<file path="src/verilog/cacheGeometryPkg.sv">
/*
 Geometry of the direct-mapped L1 data cache.
 Widths and vector types for addresses, line tags, indices and line data,
 shared by the cache modules and the testbench.
*/

package cacheGeometryPkg;

	localparam int addrWidth = 32;
	localparam int indexWidth = 6;
	localparam int lineBytes = 16;

	// derived from the ones above
	localparam int offsetWidth = $clog2(lineBytes);
	localparam int tagWidth = addrWidth - indexWidth - offsetWidth;
	localparam int lineCount = 1 << indexWidth;
	localparam int wordWidth = 64;

	typedef logic [addrWidth-1:0] addrT;
	typedef logic [indexWidth-1:0] lineIndexT;
	typedef logic [tagWidth-1:0] lineTagT;
	typedef logic [lineBytes*8-1:0] lineDataT;
	typedef logic [wordWidth-1:0] wordT;

	// top nibble of a flush address that selects every line
	localparam logic [3:0] flushAllNibble = 4'hF;

endpackage

</file>
<file path="src/verilog/memBusPkg.sv">
/*
 Operation and status codes of the load/store port and the memory bus.
 An opm has the store flag in bit 4, the load flag in bit 3, and the
 access size with the unsigned flag in bits 2..0.
*/

package memBusPkg;

	typedef logic [4:0] opmT;
	typedef logic [1:0] okT;

	// fields of an opm
	localparam int opmStoreBit = 4;
	localparam int opmLoadBit = 3;
	localparam int opmUnsignedBit = 2;

	localparam opmT opmReady = 5'b00000;
	localparam opmT opmFlush = 5'b00010;

	// whole-line transfers on the memory bus
	localparam opmT opmRdTile = 5'b01111;
	localparam opmT opmWrTile = 5'b10111;

	// status levels, code 2'b11 is not used
	localparam okT okReady = 2'b00;
	localparam okT okOk = 2'b01;
	localparam okT okHold = 2'b10;

endpackage

</file>
<file path="src/verilog/cacheLinkIf.sv">
/*
 Links between the cache blocks.
 lineWriteIf carries one line write into the line store.
 missIf hands a miss from the lookup to the miss handler.
*/

`timescale 1ns/1ps

interface lineWriteIf;

	logic enable;
	cacheGeometryPkg::lineIndexT index;
	cacheGeometryPkg::lineTagT tag;
	logic dirty;
	cacheGeometryPkg::lineDataT data;

	modport writer (output enable, index, tag, dirty, data);
	modport store (input enable, index, tag, dirty, data);

endinterface

interface missIf;

	logic miss;
	// request address without the byte offset, tag above index
	logic [cacheGeometryPkg::tagWidth+cacheGeometryPkg::indexWidth-1:0] reqLine;
	cacheGeometryPkg::lineTagT victimTag;
	logic victimDirty;
	cacheGeometryPkg::lineDataT victimData;
	logic busy;

	modport lookup (output miss, reqLine, victimTag, victimDirty, victimData,
		input busy);
	modport handler (input miss, reqLine, victimTag, victimDirty, victimData,
		output busy);

endinterface

</file>
<file path="src/verilog/missHandler.sv">
/*
 Miss handler of the data cache.
 On a miss it writes a dirty victim back, then reads the requested line
 over the memory bus and writes it into the line store clean.
 Bus levels: opm out on READY, held through HOLD, dropped on OK.
*/

`timescale 1ns/1ps

module missHandler (
	input logic clock,
	input logic reset,
	output cacheGeometryPkg::addrT memAddr,
	output memBusPkg::opmT memOpm,
	output cacheGeometryPkg::lineDataT memDataOut,
	input cacheGeometryPkg::lineDataT memDataIn,
	input memBusPkg::okT memOk,
	missIf.handler miss,
	lineWriteIf.writer fillWrite
);

	typedef enum logic [2:0] {
		stIdle,
		stWriteBack,
		stWriteBackWait,
		stFill,
		stFillWait
	} stateT;

	stateT state;
	cacheGeometryPkg::lineIndexT reqIndex;
	cacheGeometryPkg::lineTagT reqTag;
	logic fillDone;

	assign reqIndex = miss.reqLine[cacheGeometryPkg::indexWidth-1:0];
	assign reqTag = miss.reqLine[cacheGeometryPkg::tagWidth+cacheGeometryPkg::indexWidth-1 -:
		cacheGeometryPkg::tagWidth];

	// read data arrives with OK while the tile read is still out
	assign fillDone = (state == stFillWait) && (memOpm == memBusPkg::opmRdTile) &&
		(memOk == memBusPkg::okOk);

	assign fillWrite.enable = fillDone;
	assign fillWrite.index = reqIndex;
	assign fillWrite.tag = reqTag;
	assign fillWrite.dirty = 1'b0;
	assign fillWrite.data = memDataIn;

	assign miss.busy = (state != stIdle);

	always_ff @(posedge clock)
	begin
		if (reset)
		begin
			state <= stIdle;
			memOpm <= memBusPkg::opmReady;
		end
		else
		begin
			case (state)
				stIdle:
					if (miss.miss)
						state <= miss.victimDirty ? stWriteBack : stFill;
				stWriteBack:
					if (memOk == memBusPkg::okReady)
					begin
						memOpm <= memBusPkg::opmWrTile;
						state <= stWriteBackWait;
					end
				stWriteBackWait:
					if (memOk == memBusPkg::okOk)
					begin
						memOpm <= memBusPkg::opmReady;
						state <= stFill;
					end
				// also waits out the READY after the write-back
				stFill:
					if (memOk == memBusPkg::okReady)
					begin
						memOpm <= memBusPkg::opmRdTile;
						state <= stFillWait;
					end
				stFillWait:
					if (fillDone)
						memOpm <= memBusPkg::opmReady;
					else if ((memOpm == memBusPkg::opmReady) &&
						(memOk == memBusPkg::okReady))
						state <= stIdle;
				default:
					state <= stIdle;
			endcase
		end
	end

	always_ff @(posedge clock)
	begin
		if ((state == stWriteBack) && (memOk == memBusPkg::okReady))
		begin
			// victim goes back to its own line address
			memAddr <= {miss.victimTag, reqIndex, {cacheGeometryPkg::offsetWidth{1'b0}}};
			memDataOut <= miss.victimData;
		end
		else if ((state == stFill) && (memOk == memBusPkg::okReady))
			memAddr <= {miss.reqLine, {cacheGeometryPkg::offsetWidth{1'b0}}};
	end

endmodule

</file>
<file path="src/flat_wrapper.sv">
// flat-port wrapper written by rule: the top's interface ports become plain ports
module missHandler_flat 
  (clock, reset, memAddr, memOpm, memDataOut, memDataIn, memOk, miss_miss, miss_reqLine, miss_victimTag, miss_victimDirty, miss_victimData, miss_busy, fillWrite_enable, fillWrite_index, fillWrite_tag, fillWrite_dirty, fillWrite_data);
  missIf miss_i ();
  lineWriteIf fillWrite_i ();
  input logic clock;
  input logic reset;
  output cacheGeometryPkg::addrT memAddr;
  output memBusPkg::opmT memOpm;
  output cacheGeometryPkg::lineDataT memDataOut;
  input cacheGeometryPkg::lineDataT memDataIn;
  input memBusPkg::okT memOk;
  input wire logic [$bits(miss_i.miss)-1:0] miss_miss;
  input wire logic [$bits(miss_i.reqLine)-1:0] miss_reqLine;
  input wire logic [$bits(miss_i.victimTag)-1:0] miss_victimTag;
  input wire logic [$bits(miss_i.victimDirty)-1:0] miss_victimDirty;
  input wire logic [$bits(miss_i.victimData)-1:0] miss_victimData;
  output wire logic [$bits(miss_i.busy)-1:0] miss_busy;
  output wire logic [$bits(fillWrite_i.enable)-1:0] fillWrite_enable;
  output wire logic [$bits(fillWrite_i.index)-1:0] fillWrite_index;
  output wire logic [$bits(fillWrite_i.tag)-1:0] fillWrite_tag;
  output wire logic [$bits(fillWrite_i.dirty)-1:0] fillWrite_dirty;
  output wire logic [$bits(fillWrite_i.data)-1:0] fillWrite_data;
  assign miss_i.miss = miss_miss;
  assign miss_i.reqLine = miss_reqLine;
  assign miss_i.victimTag = miss_victimTag;
  assign miss_i.victimDirty = miss_victimDirty;
  assign miss_i.victimData = miss_victimData;
  assign miss_busy = miss_i.busy;
  assign fillWrite_enable = fillWrite_i.enable;
  assign fillWrite_index = fillWrite_i.index;
  assign fillWrite_tag = fillWrite_i.tag;
  assign fillWrite_dirty = fillWrite_i.dirty;
  assign fillWrite_data = fillWrite_i.data;
  missHandler u_core (.clock(clock), .reset(reset), .memAddr(memAddr), .memOpm(memOpm), .memDataOut(memDataOut), .memDataIn(memDataIn), .memOk(memOk), .miss(miss_i), .fillWrite(fillWrite_i));
endmodule
</file>
<file path="config.mk">
export PLATFORM = sky130hd
export DESIGN_NAME = missHandler_flat
export DESIGN_NICKNAME = d
export VERILOG_FILES = /design/src/verilog/cacheGeometryPkg.sv /design/src/verilog/memBusPkg.sv /design/src/verilog/cacheLinkIf.sv /design/src/verilog/missHandler.sv /design/src/flat_wrapper.sv
export SDC_FILE = /design/constraint.sdc
export NUM_CORES = 1
export LEC_CHECK = 0
export BUFFER_PORTS_ARGS = -buffer_cell sky130_fd_sc_hd__buf_2
export CORE_AREA = 3 3 243 245
export CTS_BUF_LIST = sky130_fd_sc_hd__clkbuf_2
export DETAILED_ROUTE_END_ITERATION = 8
export DIE_AREA = 0 0 246 248
export MAX_ROUTING_LAYER = met4
export PLACE_DENSITY_LB_ADDON = 0.2
export SLEW_MARGIN = 20
export SYNTH_ARGS = -nofsm -noshare
export SYNTH_HDL_FRONTEND = slang
export SYNTH_SLANG_ARGS = --single-unit
</file>
<file path="constraint.sdc">
create_clock -name clock -period 2.6 [get_ports clock]
set_clock_uncertainty 0.1 [all_clocks]
set_input_delay 0.26 -clock clock [delete_from_list [all_inputs] [get_ports clock]]
set_output_delay 0.26 -clock clock [all_outputs]
set_load 0.05 [all_outputs]
</file>
==> flow_summary.toml, run 1 <==
[run_status]
status = "aborted with a tool error"
failing_step = "clock tree synthesis"
tool.error = "[ERROR RSZ-0060] Max buffer count reached."

[clock_network]
clock_path_buffers = 2
post_cts_buffers = 9
cts_hold_buf = 286
numCtsBuffers = 17
cts.htree.levels = 4
cts_resized = 12
cts_sinks = 162
cts_root_buf = "clkbuf_2"

[synthesis]
yosysWarnings = 0
ys_types = 37
ys_ff_latch = 162
syn_area_um2 = 6648
synthCells = 390
yosysSeqAreaShare_pct = 72.28
syn-mean-instance-area_um2 = 17.05

[place]
placed_area_um2 = 8373
numPortBuffers = 374
place_congestion = 0.7277
dp_slack_ns = 0.4396
hpwl_mm = 18.67

[die]
dieWidth_um = 246
ios = 636
rows = 88
start_util_pct = 11.59
die_h_um = 248
==> Yosys cell counts (all sizes together) <==
library cell | count | area share [%]
buf | 167 | 19
edfxtp | 156 | 70
mux2 | 22 | 4.3
dfxtp | 6 | 1.8
nor2 | 5 | 0.53
nand2 | 4 | 0.23
a21oi | 3 | 0.23
or3 | 3 | 0.38
a211oi | 2 | 0.30
inv | 2 | 0.11
nand2b | 2 | 0.19
nand3 | 2 | 0.15
nor3b | 2 | 0.30
a2111oi | 1 | 0.23
a21o | 1 | 0.11
a22o | 1 | 0.15
a2bb2oi | 1 | 0.13
a31oi | 1 | 0.094
conb | 1 | 0.056
nand3b | 1 | 0.11
nor2b | 1 | 0.094
nor4 | 1 | 0.32
nor4bb | 1 | 0.15
o21ai | 1 | 0.075
o21bai | 1 | 0.17
or3b | 1 | 0.17
or4 | 1 | 0.11
==> logic make-up after synthesis <==
logic type	after synthesis	share of synthesized area (%)
buf+inv	169	19.16
flops	162	72.28
simple gates	24	2.729
mux	22	4.291
compound gates	12	1.487
other cells	1	0.05641
==> metrics by stage <==
stage | utilization (%) | cells
2_1_floorplan | - | 394
3_3_place_gp | 14.60 | 1379
3_5_place_dp | 14.60 | 1379
==> run 2, diff against run 1 <==
--- a/config.mk
+++ b/config.mk
@@ -6,12 +6,10 @@
 export NUM_CORES = 1
 export LEC_CHECK = 0
 export BUFFER_PORTS_ARGS = -buffer_cell sky130_fd_sc_hd__buf_2
-export CORE_AREA = 3 3 243 245
-export CTS_BUF_LIST = sky130_fd_sc_hd__clkbuf_2
+export CORE_AREA = 3 3 247 249
 export DETAILED_ROUTE_END_ITERATION = 8
-export DIE_AREA = 0 0 246 248
-export MAX_ROUTING_LAYER = met4
-export PLACE_DENSITY_LB_ADDON = 0.2
+export DIE_AREA = 0 0 250 252
+export PLACE_DENSITY_LB_ADDON = 0.15
 export SLEW_MARGIN = 20
 export SYNTH_ARGS = -nofsm -noshare
 export SYNTH_HDL_FRONTEND = slang
==> run 2 against run 1 <==
The flow now finishes without violations. Synthesized area is the same. Synthesized cell count is the same.
==> flow_summary.toml, run 2 <==
[finish]
multiInputGateArea_um2 = 584.3
final_common_cell = "buf_2"
syn2layout_area_growth_pct = 62.39
drive_above_1_share_pct = 53.23
final_cell_mix = "374 x buf_2, 180 x dlygate4sd3_1, 156 x edfxtp_1"
finalInstanceArea_um2 = 10800
top_register = "u_core.memDataOut"
nets = 1121
fillers = 6489
ff_latch_area_um2 = 4805
top_regs = "u_core.memDataOut (128), u_core.memAddr (28)"
largest_register_ffs = 128
antenna-diode-count = 0

[pwr]
seqPwrFrac_pct = 44.0
p_leak_nw = 4.291
switching_share_pct = 27.70
p_switching_mw = 1.903
ir_drop_v = 0.0004641
power.internal_mw = 4.968
power.density_nw_per_um2 = 636.4
combPwrFrac_pct = 16.4
finalPower_mw = 6.871
p_clk_share_pct = 39.6

[die]
core_um2 = 58910
start_util_pct = 11.28
ios = 636
dieWidth_um = 250
die_h_um = 252
fp.dieArea_um2 = 63000
rows = 89

[timing]
max_freq_mhz = 409.2
rsz0062_at_grt = "no"
drv_slew = 0
worst_pin_slew_ns = 0.5267
finalHoldViolCount = 0
tns_ns = 0
min_period_ns = 2.444
setup_viol = 0
slew_headroom_pct = 64.84
holdWs_ns = 0.07260
finalCritPeriodShare_pct = 94.00

[setup_path]
arrival_ns = 2.56
worstPathRequired_ns = 2.72
endpoint_kind = "flip-flop"
ff2ff_setup_slack_ns = 0.16
path_max_fanout = 21
path_class = "flip-flop to flip-flop"
crit_path_start_kind = "flip-flop"

[place]
placed_area_um2 = 8363
place_congestion = 0.7389
numPortBuffers = 374
hpwl_mm = 19.02

[clock_network]
cts_root_buf = "clkbuf_16"
cts_tree = "built"
cts_sinks = 162
numCtsBuffers = 17
clock_path_buffers = 2
cts.htree.levels = 4
clock_latency_ns = 0.47
clkTransAtPathRegs_ns = 0.08
cts_resized = 0

[hold_path]
min_path_type = "input port to flip-flop"

[synthesis]
synth_area_leader_cell = "edfxtp_1"
yosysWarnings = 0
syn-mean-instance-area_um2 = 17.05
syn_area_um2 = 6648
synth_edf_count = 156
ys_ff_latch = 162
synthTopCellsByCount = "163 x buf_4, 156 x edfxtp_1, 10 x mux2_4"
synth_flop_cell = "edfxtp_1"
synth.most_common_cell = "buf_4"
async_flop_share_pct = 0
synth_area_leaders = "edfxtp_1 70%, buf_4 18%, mux2_4 2.3%"
synth_top_area_share_pct = 70.47
ys_types = 37
yosysSeqAreaShare_pct = 72.28
synthCells = 390

[run_status]
status = "complete, no violations"

[drt]
ant_nets = 0
via_count = 4586
viasPerCell = 2.877
first_pass_iters = 4
initialDrtViolationCount = 224
routed_wl_mm = 24.75
wirelength_met1_mm = 7.981
drcViolationCount = 0
highest_layer = "met4"
dr_wl_met3_mm = 3.280
wire_per_inst_um = 15.53
dr_wl_met2_mm = 12.77

[global_routing]
grt-ovfl-total = 0
grtUsageTotal_pct = 7.602
grt_max_degree = 48
antenna_found_initial = 0
grt_pass1_wl_mm = 34.25
grt_pass1_vias = 4960

[job]
drv_cap = 0
## run 2: cell counts after synthesis
Identical to the previous run, type by type.
## run 2: power groups by stage
stage	Combinational (mW)	Clock, mW	Sequential, mW
floorplan	0.856	0	3.37
global placement	0.912	0	3.08
detailed placement	0.906	0	3.08
CTS	1.14	2.91	3.02
global route	1.20	2.98	3.03
finish	1.13	2.72	3.02
## run 2: worst paths after layout
| check | end | from | cells past startpoint |
|---|---|---|---|
| hold reg to reg | u_core.memOpm[3]$_SDFFE_PP0P_ | u_core.memOpm[3]$_SDFFE_PP0P_ | 1 |
| setup reg to reg | u_core.memAddr[25]$_DFFE_PP_ | u_core.state[2]$_SDFFE_PP0P_ | 5 |
| hold / removal | u_core.memAddr[17]$_DFFE_PP_ | miss_reqLine[13] | 2 |
| setup / recovery | u_core.memAddr[25]$_DFFE_PP_ | u_core.state[2]$_SDFFE_PP0P_ | 5 |
## run 2: kinds of logic (layout without fill, tap and decap cells)
| kind of cell | Yosys count | in the layout | share of synthesized area (%) |
|---|---|---|---|
| compound gates | 12 | 12 | 1.487 |
| simple gates | 24 | 24 | 2.729 |
| buf+inv | 169 | 596 | 19.16 |
| other cells | 1 | 5 | 0.05641 |
| flops | 162 | 162 | 72.28 |
| mux | 22 | 22 | 4.291 |
## run 2: through the flow
stage                     instances  setup WS [ns]  utilization [%]
final                          1594         0.1560            18.33
after global routing           1594        0.06574            18.33
after CTS                      1592        0.01406            18.30
after detailed placement       1381         0.4026            14.20
after global placement         1381         0.4229            14.20
after floorplan                 394         0.2299                -
## run 2: cell type report
| class | count | area share (%) |
|---|---|---|
| timing repair buffer | 563 | 35.35 |
| multi-input combinational | 63 | 5.413 |
| sequential | 162 | 44.51 |
| clock buffer | 17 | 3.941 |
| inverter | 2 | 0.06954 |
| clock inverter | 14 | 1.762 |
| tap | 773 | 8.959 |
## run 2: critical path: stages, from the launching register on
cell and delay [ns]:
dfxtp_1 0.38, or3_4 0.44, nor2_8 0.15, buf_12 0.21, mux2_2 0.35, dlygate4sd3_1 0.55
## run 2: what timing repair did
action                                 in CTS  in global routing
endpoints found under the hold margin     160                  0
setup endpoints to repair                   0                  5
setup buffers                               0                  2
hold buffers                              180                  0
## run 2: layer usage
layer,up-vias,track usage (%)
met4,0,3.989
met3,52,4.938
met1,2135,6.817
met5,-,0
li1,2072,-
met2,327,13.12
No activity file was read; power rests on OpenSTA's default activity.
==> run 3, diff against run 2 <==
--- a/config.mk
+++ b/config.mk
@@ -6,9 +6,9 @@
 export NUM_CORES = 1
 export LEC_CHECK = 0
 export BUFFER_PORTS_ARGS = -buffer_cell sky130_fd_sc_hd__buf_2
-export CORE_AREA = 3 3 247 249
+export CORE_AREA = 3 3 246 248
 export DETAILED_ROUTE_END_ITERATION = 8
-export DIE_AREA = 0 0 250 252
+export DIE_AREA = 0 0 249 251
 export PLACE_DENSITY_LB_ADDON = 0.15
 export SLEW_MARGIN = 20
 export SYNTH_ARGS = -nofsm -noshare
==> constraint.sdc (replaced) <==
create_clock -name clock -period 2.1 [get_ports clock]
set_clock_uncertainty 0.1 [all_clocks]
set_input_delay 0.315 -clock clock [delete_from_list [all_inputs] [get_ports clock]]
set_output_delay 0.315 -clock clock [all_outputs]
set_load 0.05 [all_outputs]
==> run 3 against run 2 <==
Sequential power is 24% higher. Final area shrank 2.1%. Clock-buffer cell count is 1 higher. Sequential share of layout area grew 1.0 points. Largest cell class unchanged.
==> flow_summary.toml, run 3 (synthesis results as in run 2) <==
[run_status]
status = "complete, no violations"

[pwr]
ir_drop_v = 0.0005616
p_leak_nw = 4.210
power.density_nw_per_um2 = 782.0
finalPower_mw = 8.265

[finish]
drive_above_1_share_pct = 56.09
nets = 1103
top_register = "u_core.memDataOut"
final_util_pct = 18.01
syn2layout_area_growth_pct = 58.99
final_cell_mix = "372 x buf_2, 156 x edfxtp_1, 150 x dlygate4sd3_1"
finalInstanceArea_um2 = 10570
final_common_cell = "buf_2"
final_cell_count_no_fill = 1579
top_regs = "u_core.memDataOut (128), u_core.memAddr (28)"
largest_register_ffs = 128

[global_routing]
grt_pass1_wl_mm = 36.36
grt-ovfl-total = 0
antenna_found_initial = 5
grt_pass1_vias = 4930
grtUsageTotal_pct = 8.274
grt_max_degree = 30

[timing]
setup_slack_ns = 0.04490
drv_slew = 0
finalHoldViolCount = 0
setup_viol = 0
holdWs_ns = 0.06427
tns_ns = 0
finalCritPeriodShare_pct = 97.86
min_period_ns = 2.055
max_freq_mhz = 486.6
rsz0062_at_grt = "yes"

[setup_path]
arrival_ns = 1.64
path_class = "flip-flop to output pin"
path_max_fanout = 4
endpoint_kind = "output pin"
crit_path_start_kind = "flip-flop"
worstPathRequired_ns = 1.68

[drt]
ant_nets = 0
viasPerCell = 2.894
via_count = 4569
initialDrtViolationCount = 173
first_pass_iters = 4
drcViolationCount = 0
wire_per_inst_um = 16.72
routed_wl_mm = 26.40

[die]
ios = 636
rows = 89
core_um2 = 58690
fp.dieArea_um2 = 62500
start_util_pct = 11.33
dieWidth_um = 249
die_h_um = 251

[place]
place_congestion = 0.7380
hpwl_mm = 21.24
numPortBuffers = 374
placed_area_um2 = 8461
dp.cells = 1394
dp_slack_ns = 0.02874

[clock_network]
clkTransAtPathRegs_ns = 0.08
clock_path_buffers = 2
cts_root_buf = "clkbuf_16"
numCtsBuffers = 17
cts_sinks = 162
cts.htree.levels = 4
cts_tree = "built"
clock_latency_ns = 0.47

[job]
drv_cap = 0

[hold_path]
min_path_type = "input port to flip-flop"
run 3: changes by cell type in the layout (fill, tap and decap cells not counted), sizes merged:
cell	delta
dlygate4sd3	-30
buf	+12
bufinv	-2
diode	+2
clkbuf	+1
clkinvlp	+1
inv	+1
run 3: final timing paths:
check / slack (ns) / startpoint / end / depth (start not counted)
min reg2reg: 0.44 / u_core.memOpm[3]$_SDFFE_PP0P_ / u_core.memOpm[3]$_SDFFE_PP0P_ / 1
max: 0.04 / u_core.state[1]$_SDFFE_PP0P_ / fillWrite_enable / 3
min: 0.06 / miss_victimTag[9] / u_core.memAddr[19]$_DFFE_PP_ / 2
max reg2reg: 0.20 / u_core.state[0]$_SDFFE_PP0P_ / u_core.memAddr[28]$_DFFE_PP_ / 5
run 3: power breakdown:
part	switching, mW	internal, mW	leakage (nW)
Combinational	0.873	0.540	2.47
Sequential	0.0391	3.69	1.46
Clock	1.45	1.67	0.275
run 3: final cells by class:
type | count | area, µm²
inverter | 2 | 7.507
multi-input combinational | 63 | 588.1
sequential | 162 | 4810
clock inverter | 14 | 140.1
timing repair buffer | 545 | 3622
fill | 6422 | 48120
tap | 773 | 967.2
clock buffer | 18 | 429.2
antenna | 2 | 5.005
run 3: timing repair:
item / 4_1_cts / 5_1_grt
setup endpoints to repair: 2 / 1
buffers inserted: 0 / 1
hold endpoints to repair: 153 / 0
pin swaps: 0 / 2
resized for setup: 9 / 0
hold buffers: 150 / 0
run 3: critical path: stages, from the launching register on:
cell and delay (ns):
dfxtp_4 0.36, or3b_4 0.39, nor4_4 0.21, buf_6 0.21
run 3: metal layers:
metal  GRT usage [%]  share of wire (%)
met1           7.891                 34
met5               0                  0
met3           4.966                 12
met2           13.92                 49
met4           4.552                4.1
